===== config.mk =====
export PLATFORM = sky130hd
export DESIGN_NAME = dualIssueCtrl
export DESIGN_NICKNAME = d
export VERILOG_FILES = /design/src/ctrl_pkg.sv /design/src/ctrlPipe.sv /design/src/dualIssueCtrl.sv /design/src/forwardUnit.sv /design/src/hazardUnit.sv /design/src/instrDecoder.sv
export VERILOG_INCLUDE_DIRS = /design/src
export SDC_FILE = /design/constraint.sdc
export NUM_CORES = 1
export LEC_CHECK = 0
export BUFFER_PORTS_ARGS = -buffer_cell sky130_fd_sc_hd__buf_2
export CAP_MARGIN = 20
export CORE_UTILIZATION = 55
export CTS_CLUSTER_DIAMETER = 80
export DETAILED_ROUTE_END_ITERATION = 16
export MAX_ROUTING_LAYER = met4
export PLACE_DENSITY = 0.89
export SETUP_SLACK_MARGIN = 0.1
export SYNTH_ARGS = -nofsm -noshare
export SYNTH_HDL_FRONTEND = slang
export SYNTH_SLANG_ARGS = --single-unit

===== constraint.sdc =====
create_clock -name clk -period 2.6 [get_ports clk]
set_input_delay 0.39 -clock clk [delete_from_list [all_inputs] [get_ports clk]]
set_output_delay 0.39 -clock clk [all_outputs]
set_load 0.03 [all_outputs]

===== src/ctrl_defines.svh =====
//////////////////////////////////////////////////
// dual-issue controller widths and encodings
// funct3 codes used by the ALU and branch decode
//////////////////////////////////////////////////
`ifndef CTRL_DEFINES_SVH
`define CTRL_DEFINES_SVH

// register file addressing
`define REG_ADDR_W 5

// instruction field widths
`define OPCODE_W   7
`define FUNCT3_W   3

// x0 is hardwired, never a hazard or forward source
`define ZERO_REG   0

// funct3 of the ALU operations
`define F3_ADDSUB  3'b000
`define F3_SLT     3'b010
`define F3_OR      3'b110
`define F3_AND     3'b111

// funct3 of bne, beq is 3'b000
`define F3_BNE     3'b001

`endif


===== src/ctrl_pkg.sv =====
//////////////////////////////////////////////////
// shared types of the dual-issue controller
// opcodes, control encodings and stage bundles
//////////////////////////////////////////////////
`default_nettype none

`include "ctrl_defines.svh"

package ctrl_pkg;

   // RV32I major opcodes handled by the decoder
   typedef enum logic [`OPCODE_W-1:0] {
      opLw       = 7'b0000011,
      opSw       = 7'b0100011,
      opRtype    = 7'b0110011,
      opBranch   = 7'b1100011,
      opItypeAlu = 7'b0010011,
      opJal      = 7'b1101111,
      opLui      = 7'b0110111,
      opJalr     = 7'b1100111
   } opcodeE;

   typedef enum logic [2:0] {
      aluAdd = 3'b000,
      aluSub = 3'b001,
      aluAnd = 3'b010,
      aluOr  = 3'b011,
      aluSlt = 3'b101
   } aluCtrlE;

   typedef enum logic [1:0] {
      aluOpMem    = 2'b00,
      aluOpBranch = 2'b01,
      aluOpOther  = 2'b10
   } aluOpE;

   typedef enum logic [2:0] {
      immI = 3'b000,
      immS = 3'b001,
      immB = 3'b010,
      immJ = 3'b011,
      immU = 3'b100
   } immSrcE;

   typedef enum logic [1:0] {
      resAlu     = 2'b00,
      resLoad    = 2'b01,
      resPcPlus4 = 2'b10,
      resImm     = 2'b11
   } resultSrcE;

   // none selects the register file value
   typedef enum logic [1:0] {
      fwdNone = 2'b00,
      fwdWb   = 2'b01,
      fwdMem  = 2'b10
   } fwdSrcE;

   typedef struct packed {
      logic   crossSlot;
      fwdSrcE src;
   } fwdSelT;

   typedef logic [`REG_ADDR_W-1:0] regAddrT;

   // fields of one instruction sitting in decode
   typedef struct packed {
      opcodeE                op;
      logic [`FUNCT3_W-1:0]  funct3;
      logic                  funct7b5;
      regAddrT               rs1;
      regAddrT               rs2;
      regAddrT               rd;
   } decInstrT;

   typedef struct packed {
      logic      regWrite;
      immSrcE    immSrc;
      logic      aluSrc;
      logic      memWrite;
      resultSrcE resultSrc;
      logic      branch;
      logic      branchNe;
      logic      jump;
      aluCtrlE   aluControl;
   } decCtrlT;

   typedef struct packed {
      regAddrT rs1;
      regAddrT rs2;
      regAddrT rd;
   } stageRegsT;

   // everything one slot reports to the datapath
   typedef struct packed {
      logic      stallF;
      logic      stallD;
      logic      flushD;
      immSrcE    immSrcD;
      logic      pcSrcE;
      aluCtrlE   aluControlE;
      logic      aluSrcE;
      fwdSelT    forwardAE;
      fwdSelT    forwardBE;
      logic      memWriteM;
      resultSrcE resultSrcM;
      logic      regWriteW;
      resultSrcE resultSrcW;
   } slotOutT;

   // write port of a later stage, seen by forwarding
   typedef struct packed {
      logic    regWrite;
      regAddrT rd;
   } wbInfoT;

endpackage

`default_nettype wire


===== src/ctrlPipe.sv =====
//////////////////////////////////////////////////
// execute, memory and writeback control registers
// of one slot, with branch resolution in execute
//////////////////////////////////////////////////
`default_nettype none

module ctrlPipe (
   input  logic                clk,
   input  logic                reset,
   input  logic                flushE_i,
   input  ctrl_pkg::decCtrlT   ctrlD_i,
   input  ctrl_pkg::decInstrT  instrD_i,
   input  logic                zeroE_i,
   output logic                pcSrcE_o,
   output ctrl_pkg::aluCtrlE   aluControlE_o,
   output logic                aluSrcE_o,
   output ctrl_pkg::stageRegsT regsE_o,
   output logic                loadE_o,
   output ctrl_pkg::wbInfoT    memWbM_o,
   output logic                memWriteM_o,
   output ctrl_pkg::resultSrcE resultSrcM_o,
   output ctrl_pkg::wbInfoT    wbInfoW_o,
   output ctrl_pkg::resultSrcE resultSrcW_o
);

   import ctrl_pkg::*;

   logic      regWriteE;
   logic      memWriteE;
   logic      branchE;
   logic      branchNeE;
   logic      jumpE;
   resultSrcE resSrcE;
   stageRegsT regsE;
   wbInfoT    wbM;
   wbInfoT    wbW;

   // execute stage, a flush turns it into a bubble
   always_ff @(posedge clk) begin
      if (reset || flushE_i) begin
         regWriteE     <= 1'b0;
         memWriteE     <= 1'b0;
         branchE       <= 1'b0;
         branchNeE     <= 1'b0;
         jumpE         <= 1'b0;
         resSrcE       <= resAlu;
         aluControlE_o <= aluAdd;
         aluSrcE_o     <= 1'b0;
         regsE         <= '0;
      end else begin
         regWriteE     <= ctrlD_i.regWrite;
         memWriteE     <= ctrlD_i.memWrite;
         branchE       <= ctrlD_i.branch;
         branchNeE     <= ctrlD_i.branchNe;
         jumpE         <= ctrlD_i.jump;
         resSrcE       <= ctrlD_i.resultSrc;
         aluControlE_o <= ctrlD_i.aluControl;
         aluSrcE_o     <= ctrlD_i.aluSrc;
         regsE.rs1     <= instrD_i.rs1;
         regsE.rs2     <= instrD_i.rs2;
         regsE.rd      <= instrD_i.rd;
      end
   end

   // memory and writeback never stall or flush
   always_ff @(posedge clk) begin
      if (reset) begin
         wbM          <= '0;
         memWriteM_o  <= 1'b0;
         resultSrcM_o <= resAlu;
         wbW          <= '0;
         resultSrcW_o <= resAlu;
      end else begin
         wbM          <= '{regWrite: regWriteE, rd: regsE.rd};
         memWriteM_o  <= memWriteE;
         resultSrcM_o <= resSrcE;
         wbW          <= wbM;
         resultSrcW_o <= resultSrcM_o;
      end
   end

   // taken when beq sees zero, bne sees nonzero, or any jump
   assign pcSrcE_o  = (branchE && (zeroE_i ^ branchNeE)) || jumpE;
   assign loadE_o   = (resSrcE == resLoad);
   assign regsE_o   = regsE;
   assign memWbM_o  = wbM;
   assign wbInfoW_o = wbW;

endmodule

`default_nettype wire


===== src/dualIssueCtrl.sv =====
//////////////////////////////////////////////////
// two-slot in-order RISC-V pipeline controller
// per-slot decode, pipeline and forwarding plus
// one shared hazard unit
//////////////////////////////////////////////////
`default_nettype none

module dualIssueCtrl (
   input  logic               clk,
   input  logic               reset,
   input  ctrl_pkg::decInstrT instr1D_i,
   input  ctrl_pkg::decInstrT instr2D_i,
   input  logic               zero1E_i,
   input  logic               zero2E_i,
   input  logic               mispredict_i,
   output ctrl_pkg::slotOutT  slot1_o,
   output ctrl_pkg::slotOutT  slot2_o,
   output logic               raw_o,
   output logic               waw_o
);

   import ctrl_pkg::*;

   decCtrlT   ctrl1D;
   decCtrlT   ctrl2D;
   stageRegsT regs1E;
   stageRegsT regs2E;
   logic      load1E;
   logic      load2E;
   wbInfoT    wbM1;
   wbInfoT    wbW1;
   wbInfoT    wbM2;
   wbInfoT    wbW2;
   logic      flushE1;
   logic      flushE2;
   logic      stall1;
   logic      stall2;

   instrDecoder i_dec1 (.instr_i(instr1D_i), .ctrl_o(ctrl1D));
   instrDecoder i_dec2 (.instr_i(instr2D_i), .ctrl_o(ctrl2D));

   ctrlPipe i_pipe1 (
      .clk(clk), .reset(reset), .flushE_i(flushE1), .ctrlD_i(ctrl1D),
      .instrD_i(instr1D_i), .zeroE_i(zero1E_i), .pcSrcE_o(slot1_o.pcSrcE),
      .aluControlE_o(slot1_o.aluControlE), .aluSrcE_o(slot1_o.aluSrcE),
      .regsE_o(regs1E), .loadE_o(load1E), .memWbM_o(wbM1),
      .memWriteM_o(slot1_o.memWriteM), .resultSrcM_o(slot1_o.resultSrcM),
      .wbInfoW_o(wbW1), .resultSrcW_o(slot1_o.resultSrcW)
   );

   ctrlPipe i_pipe2 (
      .clk(clk), .reset(reset), .flushE_i(flushE2), .ctrlD_i(ctrl2D),
      .instrD_i(instr2D_i), .zeroE_i(zero2E_i), .pcSrcE_o(slot2_o.pcSrcE),
      .aluControlE_o(slot2_o.aluControlE), .aluSrcE_o(slot2_o.aluSrcE),
      .regsE_o(regs2E), .loadE_o(load2E), .memWbM_o(wbM2),
      .memWriteM_o(slot2_o.memWriteM), .resultSrcM_o(slot2_o.resultSrcM),
      .wbInfoW_o(wbW2), .resultSrcW_o(slot2_o.resultSrcW)
   );

   // own and other swapped between the two slots
   forwardUnit i_fwd1 (
      .regsE_i(regs1E), .ownM_i(wbM1), .ownW_i(wbW1), .otherM_i(wbM2),
      .otherW_i(wbW2), .forwardA_o(slot1_o.forwardAE), .forwardB_o(slot1_o.forwardBE)
   );

   forwardUnit i_fwd2 (
      .regsE_i(regs2E), .ownM_i(wbM2), .ownW_i(wbW2), .otherM_i(wbM1),
      .otherW_i(wbW1), .forwardA_o(slot2_o.forwardAE), .forwardB_o(slot2_o.forwardBE)
   );

   hazardUnit i_hazard (
      .instr1D_i(instr1D_i), .instr2D_i(instr2D_i), .regWrite1D_i(ctrl1D.regWrite),
      .regWrite2D_i(ctrl2D.regWrite), .regs1E_i(regs1E), .regs2E_i(regs2E),
      .load1E_i(load1E), .load2E_i(load2E), .mispredict_i(mispredict_i),
      .stall1_o(stall1), .stall2_o(stall2), .flushD1_o(slot1_o.flushD),
      .flushD2_o(slot2_o.flushD), .flushE1_o(flushE1), .flushE2_o(flushE2),
      .raw_o(raw_o), .waw_o(waw_o)
   );

   // fetch and decode stall together
   assign slot1_o.stallF    = stall1;
   assign slot1_o.stallD    = stall1;
   assign slot2_o.stallF    = stall2;
   assign slot2_o.stallD    = stall2;
   assign slot1_o.immSrcD   = ctrl1D.immSrc;
   assign slot2_o.immSrcD   = ctrl2D.immSrc;
   assign slot1_o.regWriteW = wbW1.regWrite;
   assign slot2_o.regWriteW = wbW2.regWrite;

endmodule

`default_nettype wire


===== src/forwardUnit.sv =====
//////////////////////////////////////////////////
// operand forwarding select for one slot
// own stages first, then the other slot's
//////////////////////////////////////////////////
`default_nettype none

`include "ctrl_defines.svh"

module forwardUnit (
   input  ctrl_pkg::stageRegsT regsE_i,
   input  ctrl_pkg::wbInfoT    ownM_i,
   input  ctrl_pkg::wbInfoT    ownW_i,
   input  ctrl_pkg::wbInfoT    otherM_i,
   input  ctrl_pkg::wbInfoT    otherW_i,
   output ctrl_pkg::fwdSelT    forwardA_o,
   output ctrl_pkg::fwdSelT    forwardB_o
);

   import ctrl_pkg::*;

   // first match wins, x0 always reads the register file
   function automatic fwdSelT pickSource(
      input regAddrT rs,
      input wbInfoT  ownM,
      input wbInfoT  ownW,
      input wbInfoT  otherM,
      input wbInfoT  otherW
   );
      fwdSelT sel;
      sel = '{crossSlot: 1'b0, src: fwdNone};
      if (rs != regAddrT'(`ZERO_REG)) begin
         if (ownM.regWrite && (ownM.rd == rs)) begin
            sel = '{crossSlot: 1'b0, src: fwdMem};
         end else if (ownW.regWrite && (ownW.rd == rs)) begin
            sel = '{crossSlot: 1'b0, src: fwdWb};
         end else if (otherM.regWrite && (otherM.rd == rs)) begin
            sel = '{crossSlot: 1'b1, src: fwdMem};
         end else if (otherW.regWrite && (otherW.rd == rs)) begin
            sel = '{crossSlot: 1'b1, src: fwdWb};
         end
      end
      return sel;
   endfunction

   assign forwardA_o = pickSource(regsE_i.rs1, ownM_i, ownW_i, otherM_i, otherW_i);
   assign forwardB_o = pickSource(regsE_i.rs2, ownM_i, ownW_i, otherM_i, otherW_i);

endmodule

`default_nettype wire


===== src/hazardUnit.sv =====
//////////////////////////////////////////////////
// stall and flush generation for both slots
// load-use and decode pair hazards
//////////////////////////////////////////////////
`default_nettype none

`include "ctrl_defines.svh"

module hazardUnit (
   input  ctrl_pkg::decInstrT  instr1D_i,
   input  ctrl_pkg::decInstrT  instr2D_i,
   input  logic                regWrite1D_i,
   input  logic                regWrite2D_i,
   input  ctrl_pkg::stageRegsT regs1E_i,
   input  ctrl_pkg::stageRegsT regs2E_i,
   input  logic                load1E_i,
   input  logic                load2E_i,
   input  logic                mispredict_i,
   output logic                stall1_o,
   output logic                stall2_o,
   output logic                flushD1_o,
   output logic                flushD2_o,
   output logic                flushE1_o,
   output logic                flushE2_o,
   output logic                raw_o,
   output logic                waw_o
);

   import ctrl_pkg::*;

   logic loadStall1;
   logic loadStall2;
   logic loadCross1;
   logic loadCross2;
   logic rs2Valid2;
   logic pairHazard;

   // true when a load in execute targets one of the decode sources
   function automatic logic loadHit(input logic load, input regAddrT rdE,
                                    input decInstrT instrD);
      return load && (rdE != regAddrT'(`ZERO_REG)) &&
             ((instrD.rs1 == rdE) || (instrD.rs2 == rdE));
   endfunction

   assign loadStall1 = loadHit(load1E_i, regs1E_i.rd, instr1D_i);
   assign loadStall2 = loadHit(load2E_i, regs2E_i.rd, instr2D_i);
   assign loadCross1 = loadHit(load1E_i, regs1E_i.rd, instr2D_i);
   assign loadCross2 = loadHit(load2E_i, regs2E_i.rd, instr1D_i);

   // rs2 is a real source only for these formats
   assign rs2Valid2 = (instr2D_i.op == opRtype) || (instr2D_i.op == opSw) ||
                      (instr2D_i.op == opBranch);

   assign raw_o = regWrite1D_i && (instr1D_i.rd != regAddrT'(`ZERO_REG)) &&
                  ((instr2D_i.rs1 == instr1D_i.rd) ||
                   (rs2Valid2 && (instr2D_i.rs2 == instr1D_i.rd)));

   assign waw_o = regWrite1D_i && regWrite2D_i &&
                  (instr1D_i.rd == instr2D_i.rd) &&
                  (instr1D_i.rd != regAddrT'(`ZERO_REG));

   // any of these squashes the younger instruction in slot 2
   assign pairHazard = raw_o || waw_o || loadCross1 || loadCross2;

   assign stall1_o  = loadStall1;
   assign stall2_o  = loadStall2;
   assign flushD1_o = mispredict_i;
   assign flushE1_o = loadStall1 || mispredict_i;
   assign flushD2_o = pairHazard || mispredict_i;
   assign flushE2_o = pairHazard || mispredict_i;

endmodule

`default_nettype wire


===== src/instrDecoder.sv =====
//////////////////////////////////////////////////
// decode-stage control decoder for one slot
// main decoder table plus ALU-control decoding
//////////////////////////////////////////////////
`default_nettype none

`include "ctrl_defines.svh"

module instrDecoder (
   input  ctrl_pkg::decInstrT instr_i,
   output ctrl_pkg::decCtrlT  ctrl_o
);

   import ctrl_pkg::*;

   // row of the main decoder table
   typedef struct packed {
      logic      regWrite;
      immSrcE    immSrc;
      logic      aluSrc;
      logic      memWrite;
      resultSrcE resultSrc;
      logic      branch;
      aluOpE     aluOp;
      logic      jump;
   } mainDecT;

   mainDecT main;
   aluCtrlE aluControl;
   logic    rtypeSub;

   // unknown opcodes fall into the all-zero row
   always_comb begin
      case (instr_i.op)
         opLw:       main = '{1'b1, immI, 1'b1, 1'b0, resLoad,    1'b0, aluOpMem,    1'b0};
         opSw:       main = '{1'b0, immS, 1'b1, 1'b1, resAlu,     1'b0, aluOpMem,    1'b0};
         opRtype:    main = '{1'b1, immI, 1'b0, 1'b0, resAlu,     1'b0, aluOpOther,  1'b0};
         opBranch:   main = '{1'b0, immB, 1'b0, 1'b0, resAlu,     1'b1, aluOpBranch, 1'b0};
         opItypeAlu: main = '{1'b1, immI, 1'b1, 1'b0, resAlu,     1'b0, aluOpOther,  1'b0};
         opJal:      main = '{1'b1, immJ, 1'b0, 1'b0, resPcPlus4, 1'b0, aluOpMem,    1'b1};
         opLui:      main = '{1'b1, immU, 1'b0, 1'b0, resImm,     1'b0, aluOpMem,    1'b0};
         opJalr:     main = '{1'b1, immI, 1'b1, 1'b0, resPcPlus4, 1'b0, aluOpMem,    1'b1};
         default:    main = '{1'b0, immI, 1'b0, 1'b0, resAlu,     1'b0, aluOpMem,    1'b0};
      endcase
   end

   // only register-register add with funct7[5] means sub
   assign rtypeSub = instr_i.funct7b5 && (instr_i.op == opRtype);

   always_comb begin
      case (main.aluOp)
         aluOpBranch: aluControl = aluSub;
         aluOpOther: begin
            case (instr_i.funct3)
               `F3_ADDSUB: aluControl = rtypeSub ? aluSub : aluAdd;
               `F3_SLT:    aluControl = aluSlt;
               `F3_OR:     aluControl = aluOr;
               `F3_AND:    aluControl = aluAnd;
               default:    aluControl = aluAdd;
            endcase
         end
         default: aluControl = aluAdd;
      endcase
   end

   always_comb begin
      ctrl_o.regWrite   = main.regWrite;
      ctrl_o.immSrc     = main.immSrc;
      ctrl_o.aluSrc     = main.aluSrc;
      ctrl_o.memWrite   = main.memWrite;
      ctrl_o.resultSrc  = main.resultSrc;
      ctrl_o.branch     = main.branch;
      // inverts zero in execute for bne
      ctrl_o.branchNe   = main.branch && (instr_i.funct3 == `F3_BNE);
      ctrl_o.jump       = main.jump;
      ctrl_o.aluControl = aluControl;
   end

endmodule

`default_nettype wire


# Yosys cells after proc, flatten, opt, wreduce, memory -nomap -nowiden
# Index checks and enable logic that the tools add are counted.
# W data, S select, Z words.
dict set report word_totals {
  register_bits 86
  in_bits 57
  wordCells 182
}
dict set report classes {
  n_reduce_logical 59
  eq_ne 57
  muxes 28
  bitwise_logic 2
}
# cell n
set op_table {}
lappend op_table {{$pmux W12 S8} 2}
lappend op_table {{$eq A5 B5 Y1} 27}
lappend op_table {{$mux W3} 20}
lappend op_table {{$eq A7 B6 Y1 const B} 6}
lappend op_table {{$eq A7 B7 Y1 const B} 6}
lappend op_table {{$reduce_bool A5 Y1} 7}
lappend op_table {{$logic_and A1 B1 Y1} 34}
lappend op_table {{$pmux W3 S4} 2}
lappend op_table {{$logic_or A1 B1 Y1} 16}
lappend op_table {{$eq A7 B2 Y1 const B} 2}
lappend op_table {{$eq A7 B5 Y1 const B} 2}
lappend op_table {{$eq A3 B3 Y1 const B} 4}
lappend op_table {{$pmux W3 S2} 2}
lappend op_table {{$eq A2 B1 Y1 const B} 4}
lappend op_table {{$eq A3 B1 Y1 const B} 2}
lappend op_table {{$eq A3 B2 Y1 const B} 2}
lappend op_table {{$logic_not A3 Y1} 2}
lappend op_table {{$eq A2 B2 Y1 const B} 2}
lappend op_table {{$mux W1} 2}
lappend op_table {{$xor A1 B1 Y1} 2}

# Longest topological paths before layout
dict set report logic_depth {
  word_depth 11
  depth_mapped 8
  ltp_nobuf 8
}

# Hierarchy
# Synthesis repeated with hierarchy kept, for this count alone.
dict set report hier_totals {
  cells_unflattened 551
  hier_area_um2 5143.7
}
# mod n_inst area_each_um2 cells_per_inst
set modules_own_cells {}
lappend modules_own_cells {ctrlPipe 2 1249.9 93}
lappend modules_own_cells {forwardUnit 2 624.3 84}
lappend modules_own_cells {hazardUnit 1 779.5 107}
lappend modules_own_cells {instrDecoder 2 292.8 43}
lappend modules_own_cells {dualIssueCtrl 1 30.0 4}

# Worst setup path after synthesis
# No wires, ideal clock.
dict set report synth_timing {
  path_type {register to output}
  from {reg i_pipe2.regsE, in the netlist i_pipe2.regsE_o[7]}
  to {out slot2_o[8] in the netlist's numbering}
  t_required_ps 2210
  arrival_ps 1855
  path_stages_with_launch 7
  slack_ps 355
  n_path_buf 1
  path_cell_list {dfxtp_1 -> clkbuf_1 -> xor2_1 -> nor4_1 -> and3_1 -> or2_2 -> nor3_1}
}
# element line
set synth_lines {}
lappend synth_lines {{start: declaration} ctrlPipe.sv:34} ;# stageRegsT regsE;
lappend synth_lines {{end: declaration} dualIssueCtrl.sv:17} ;# output ctrl_pkg::slotOutT slot2_o,

==> flow_summary_export.csv <==
group,metric,value,unit
status,status,"finished, final reports clean",
finish,syn_to_final_growth,9.60,%
setup_path,cpLargestDelayFamily,"simple AND/OR/NAND/NOR gates",
clocking,tritoncts,"done",
pwr,p_seq_frac,0.530,
global_route,grtUsageMet1,0.303,
finish,drive_gt1_frac,0.273,
detailed_routing,wl_per_cell,16.2,um
global_route,grt.met2_usage,0.438,
synth,syn_avg_cell_area,9.02,um^2
die,die_area,9870,um^2
sta,period_needed,2.47,ns
setup_path,r2r-start,"i_pipe1.regsE_o[1]",
hold_path,min_to,"i_pipe1.aluControlE_o[2]",
pwr,p_leak,2.80,nW
sta,max_slew_margin,0.560,
pwr,power.switching,742,uW
place,place_congestion,0.940,
synth,yosysWarnings,0,
die,num_rows,35,
detailed_routing,totalWireLength,12000,um
hold_path,min_path_cells,2,
finish,nets,687,
detailed_routing,drcViolationCount,0,
synth,async_flop_share,0,
synth,syn_nets,639,
clocking,cts.path.max_buffers,2,
pwr,power,2.64,mW
pwr,p_per_area,461,nW/um^2
place,place_worst_setup_slack,0.230,ns
setup_path,slowest_stage,"or4_1",
sta,skew,0.00641,ns
sta,tightest_slew,0.661,ns
setup_path,rr_worst_depth,4,
setup_path,r2r_end,"i_pipe1.aluControlE_o[1]",
detailed_routing,detail_route.first_pass.iterations,4,
place,place_hpwl,9230,um
setup_path,cp-start-kind,"register",
detailed_routing,postRouteAntennaNets,0,
sta,setup_tns,0,ns
clocking,cts_num_sinks,86,
setup_path,endpoint_kind,"output port",
pwr,clkPwrFrac,0.328,
hold_path,hold_path_class,"in2reg",
global_route,antenna_found_initial,0,
setup_path,crit_arrival,2.08,ns
detailed_routing,drt-vias-per-instance,5.53,
detailed_routing,via_count,4104,
synth,ys.flop_type,"dfxtp_1",
synth,syn_inst,578,
finish,diodes,0,
setup_path,path_cells,"or4_1 > o21ai_2 > o221ai_4 > or2_2 > buf_6",
pwr,ir_drop,0.000281,V
die,ios,105,
sta,slew_viol_final,0,
synth,yosysUniqueCellTypes,53,
synth,seq_area_frac_synth,0.330,
setup_path,critical_path.max_stage_delay,0.53,ns
sta,hold_violations,0,
sta,grt_setup_unrepaired,"true",
finish,n_fill_cell,746,
die,die_w,99.4,um
global_route,grt.busiest_layer,"met2",
place,io_buffers,104,
clocking,numCtsBuffers,9,
setup_path,crit_type,"reg2out",
sta,final-setup-viol-count,0,
die,core_area,9200,um^2
setup_path,path_buf_inv,1,
pwr,pwr-share-comb,0.142,
setup_path,cp_max_fo,2,
global_route,grt_max_degree,54,
clocking,clockRootBuffer,"clkbuf_8",
global_route,grt_util_met3,0.0429,
run,maxCapViolCount,0,
synth,synth_edf_count,0,
detailed_routing,drtIter0Drc,188,
global_route,grt_pass1_wl,19300,um
clocking,hold_buffers,0,
hold_path,min_from,"instr1D_i[16]",
setup_path,required,2.21,ns
pwr,p_int,1.89,mW
global_route,overflow,0,
synth,synth_common_cells,"xor2_1 (104), dfxtp_1 (86), nor2b_1 (40), xnor2_1 (33), clkbuf_1 (32)",
sta,setup_ws,0.127,ns
die,fp.dieH,99.4,um
setup_path,r2r_slack,0.45,ns
global_route,grt_usage,0.258,
sta,fin_crit_sh,0.951,
die,initial_core_util,0.567,
clocking,clk_latency,0.36,ns
sta,fmax,0.404,GHz
synth,syn_area,5210,um^2
clocking,clk_pin_slew_worst_paths,0.08,ns
synth,synth-seq-cells,86,
synth,synth_top_area_cell,"dfxtp_1",
clocking,htreeDepth,3,
synth,synth_top_area_frac,0.330,
synth,yosys-top-cells-area,"dfxtp_1 (33%), xor2_1 (17%), xnor2_1 (5.5%)",
pwr,switching_share,0.281,
global_route,grt_pass1_vias,3964,
finish,final_util,0.621,
synth,yosysMostFrequentCell,"xor2_1",
==> cells by family (layout without fill, tap and decap cells) <==
group,count (synthesis),count (layout),synth area share
and+or+nand+nor,227,227,0.283
buffers and inverters,86,139,0.0912
adders and majority gates,4,4,0.00960
xor gates and xnor gates,137,137,0.230
DFF,86,86,0.330
AOI/OAI and AO/OA,38,38,0.0554
==> through the flow <==
stage | std cells | hold slack, ns | area, um^2
6_report | 742 | 0.223 | 5710
5_1_grt | 742 | 0.220 | 5710
4_1_cts | 742 | 0.210 | 5700
3_5_place_dp | 723 | 0.428 | 5480
3_3_place_gp | 723 | 0.422 | 5480
2_1_floorplan | 578 | 0.414 | 5210
==> what timing repair did <==
item | 4_1_cts | 5_1_grt
setup endpoints to repair | 1 | 3
pin swaps | 2 | 1
setup buffers | 3 | 0
gates resized for setup | 11 | 4
==> layout by cell type (no fill, tap or decap), types with 9 or more instances in the layout <==
cell type / n
nor4b_2: 10
nor4_1: 15
nand3_1: 11
nor2b_1: 40
buf_2: 103
or4_1: 9
and2_1: 21
nor3_1: 13
clkbuf_8: 10
xnor2_1: 33
inv_1: 11
xor2_1: 104
nand2_1: 17
dfxtp_1: 77
a21oi_1: 15
nor2_1: 28
and3_1: 17
==> flip-flops by register name, summed over array words and instances (netlist names), 2 cells and up <==
name and cells:
i_pipe1.regsE_o 15, i_pipe2.regsE_o 15, i_pipe1.memWbM_o 6, i_pipe1.wbInfoW_o 6
i_pipe2.memWbM_o 6, i_pipe2.wbInfoW_o 6, i_pipe1.aluControlE_o 3, i_pipe2.aluControlE_o 3
i_pipe1.resSrcE 2, i_pipe1.resultSrcM_o 2, i_pipe1.resultSrcW_o 2, i_pipe2.resSrcE 2
i_pipe2.resultSrcM_o 2, i_pipe2.resultSrcW_o 2
==> power by group through the flow <==
stage	Clock, mW	Sequential (mW)	Combinational [mW]
final	0.864	1.40	0.375
after global routing	0.933	1.40	0.409
after CTS	0.874	1.40	0.369
after detailed placement	0	1.43	0.358
after global placement	0	1.43	0.341
after floorplan	0	1.38	0.294
==> worst reg2reg max path, stage by stage, from the launching register on <==
cell and delay [ns]:
dfxtp_2 0.38, or4_4 0.56, o21ai_4 0.19, o21a_1 0.57, nor4b_1 0.35
==> how the worst max path moves through the flow <==
| stage | start | endpoint | cells after the start |
|---|---|---|---|
| 2_1_floorplan | i_pipe2.regsE_o[7] | slot2_o[8] | 6 |
| 6_report | i_pipe2.regsE_o[1] | slot2_o[20] | 5 |
| 4_1_cts | i_pipe2.regsE_o[1] | slot2_o[20] | 5 |
| 5_1_grt | i_pipe2.regsE_o[1] | slot2_o[20] | 5 |
| 3_5_place_dp | instr2D_i[21] | slot2_o[20] | 7 |
| 3_3_place_gp | instr2D_i[21] | slot2_o[20] | 7 |
==> layout make-up <==
cell class              instances  area (um^2)  area share
flip-flops and latches         86         1740       0.305
inverters                      11         41.3     0.00723
clock inverters                 6         46.3     0.00810
repair buffers                112          587       0.103
multi-input cells             406         3020       0.529
well taps                     111          139      0.0243
clock buffers                  10          138      0.0241
==> metal layers <==
metal | vias up | part of all wire
met3 | 25 | 0.044
met1 | 1961 | 0.42
met2 | 135 | 0.51
met5 | - | 0
li1 | 1983 | -
met4 | 0 | 0.022
Power figures use the tool's default switching activity.
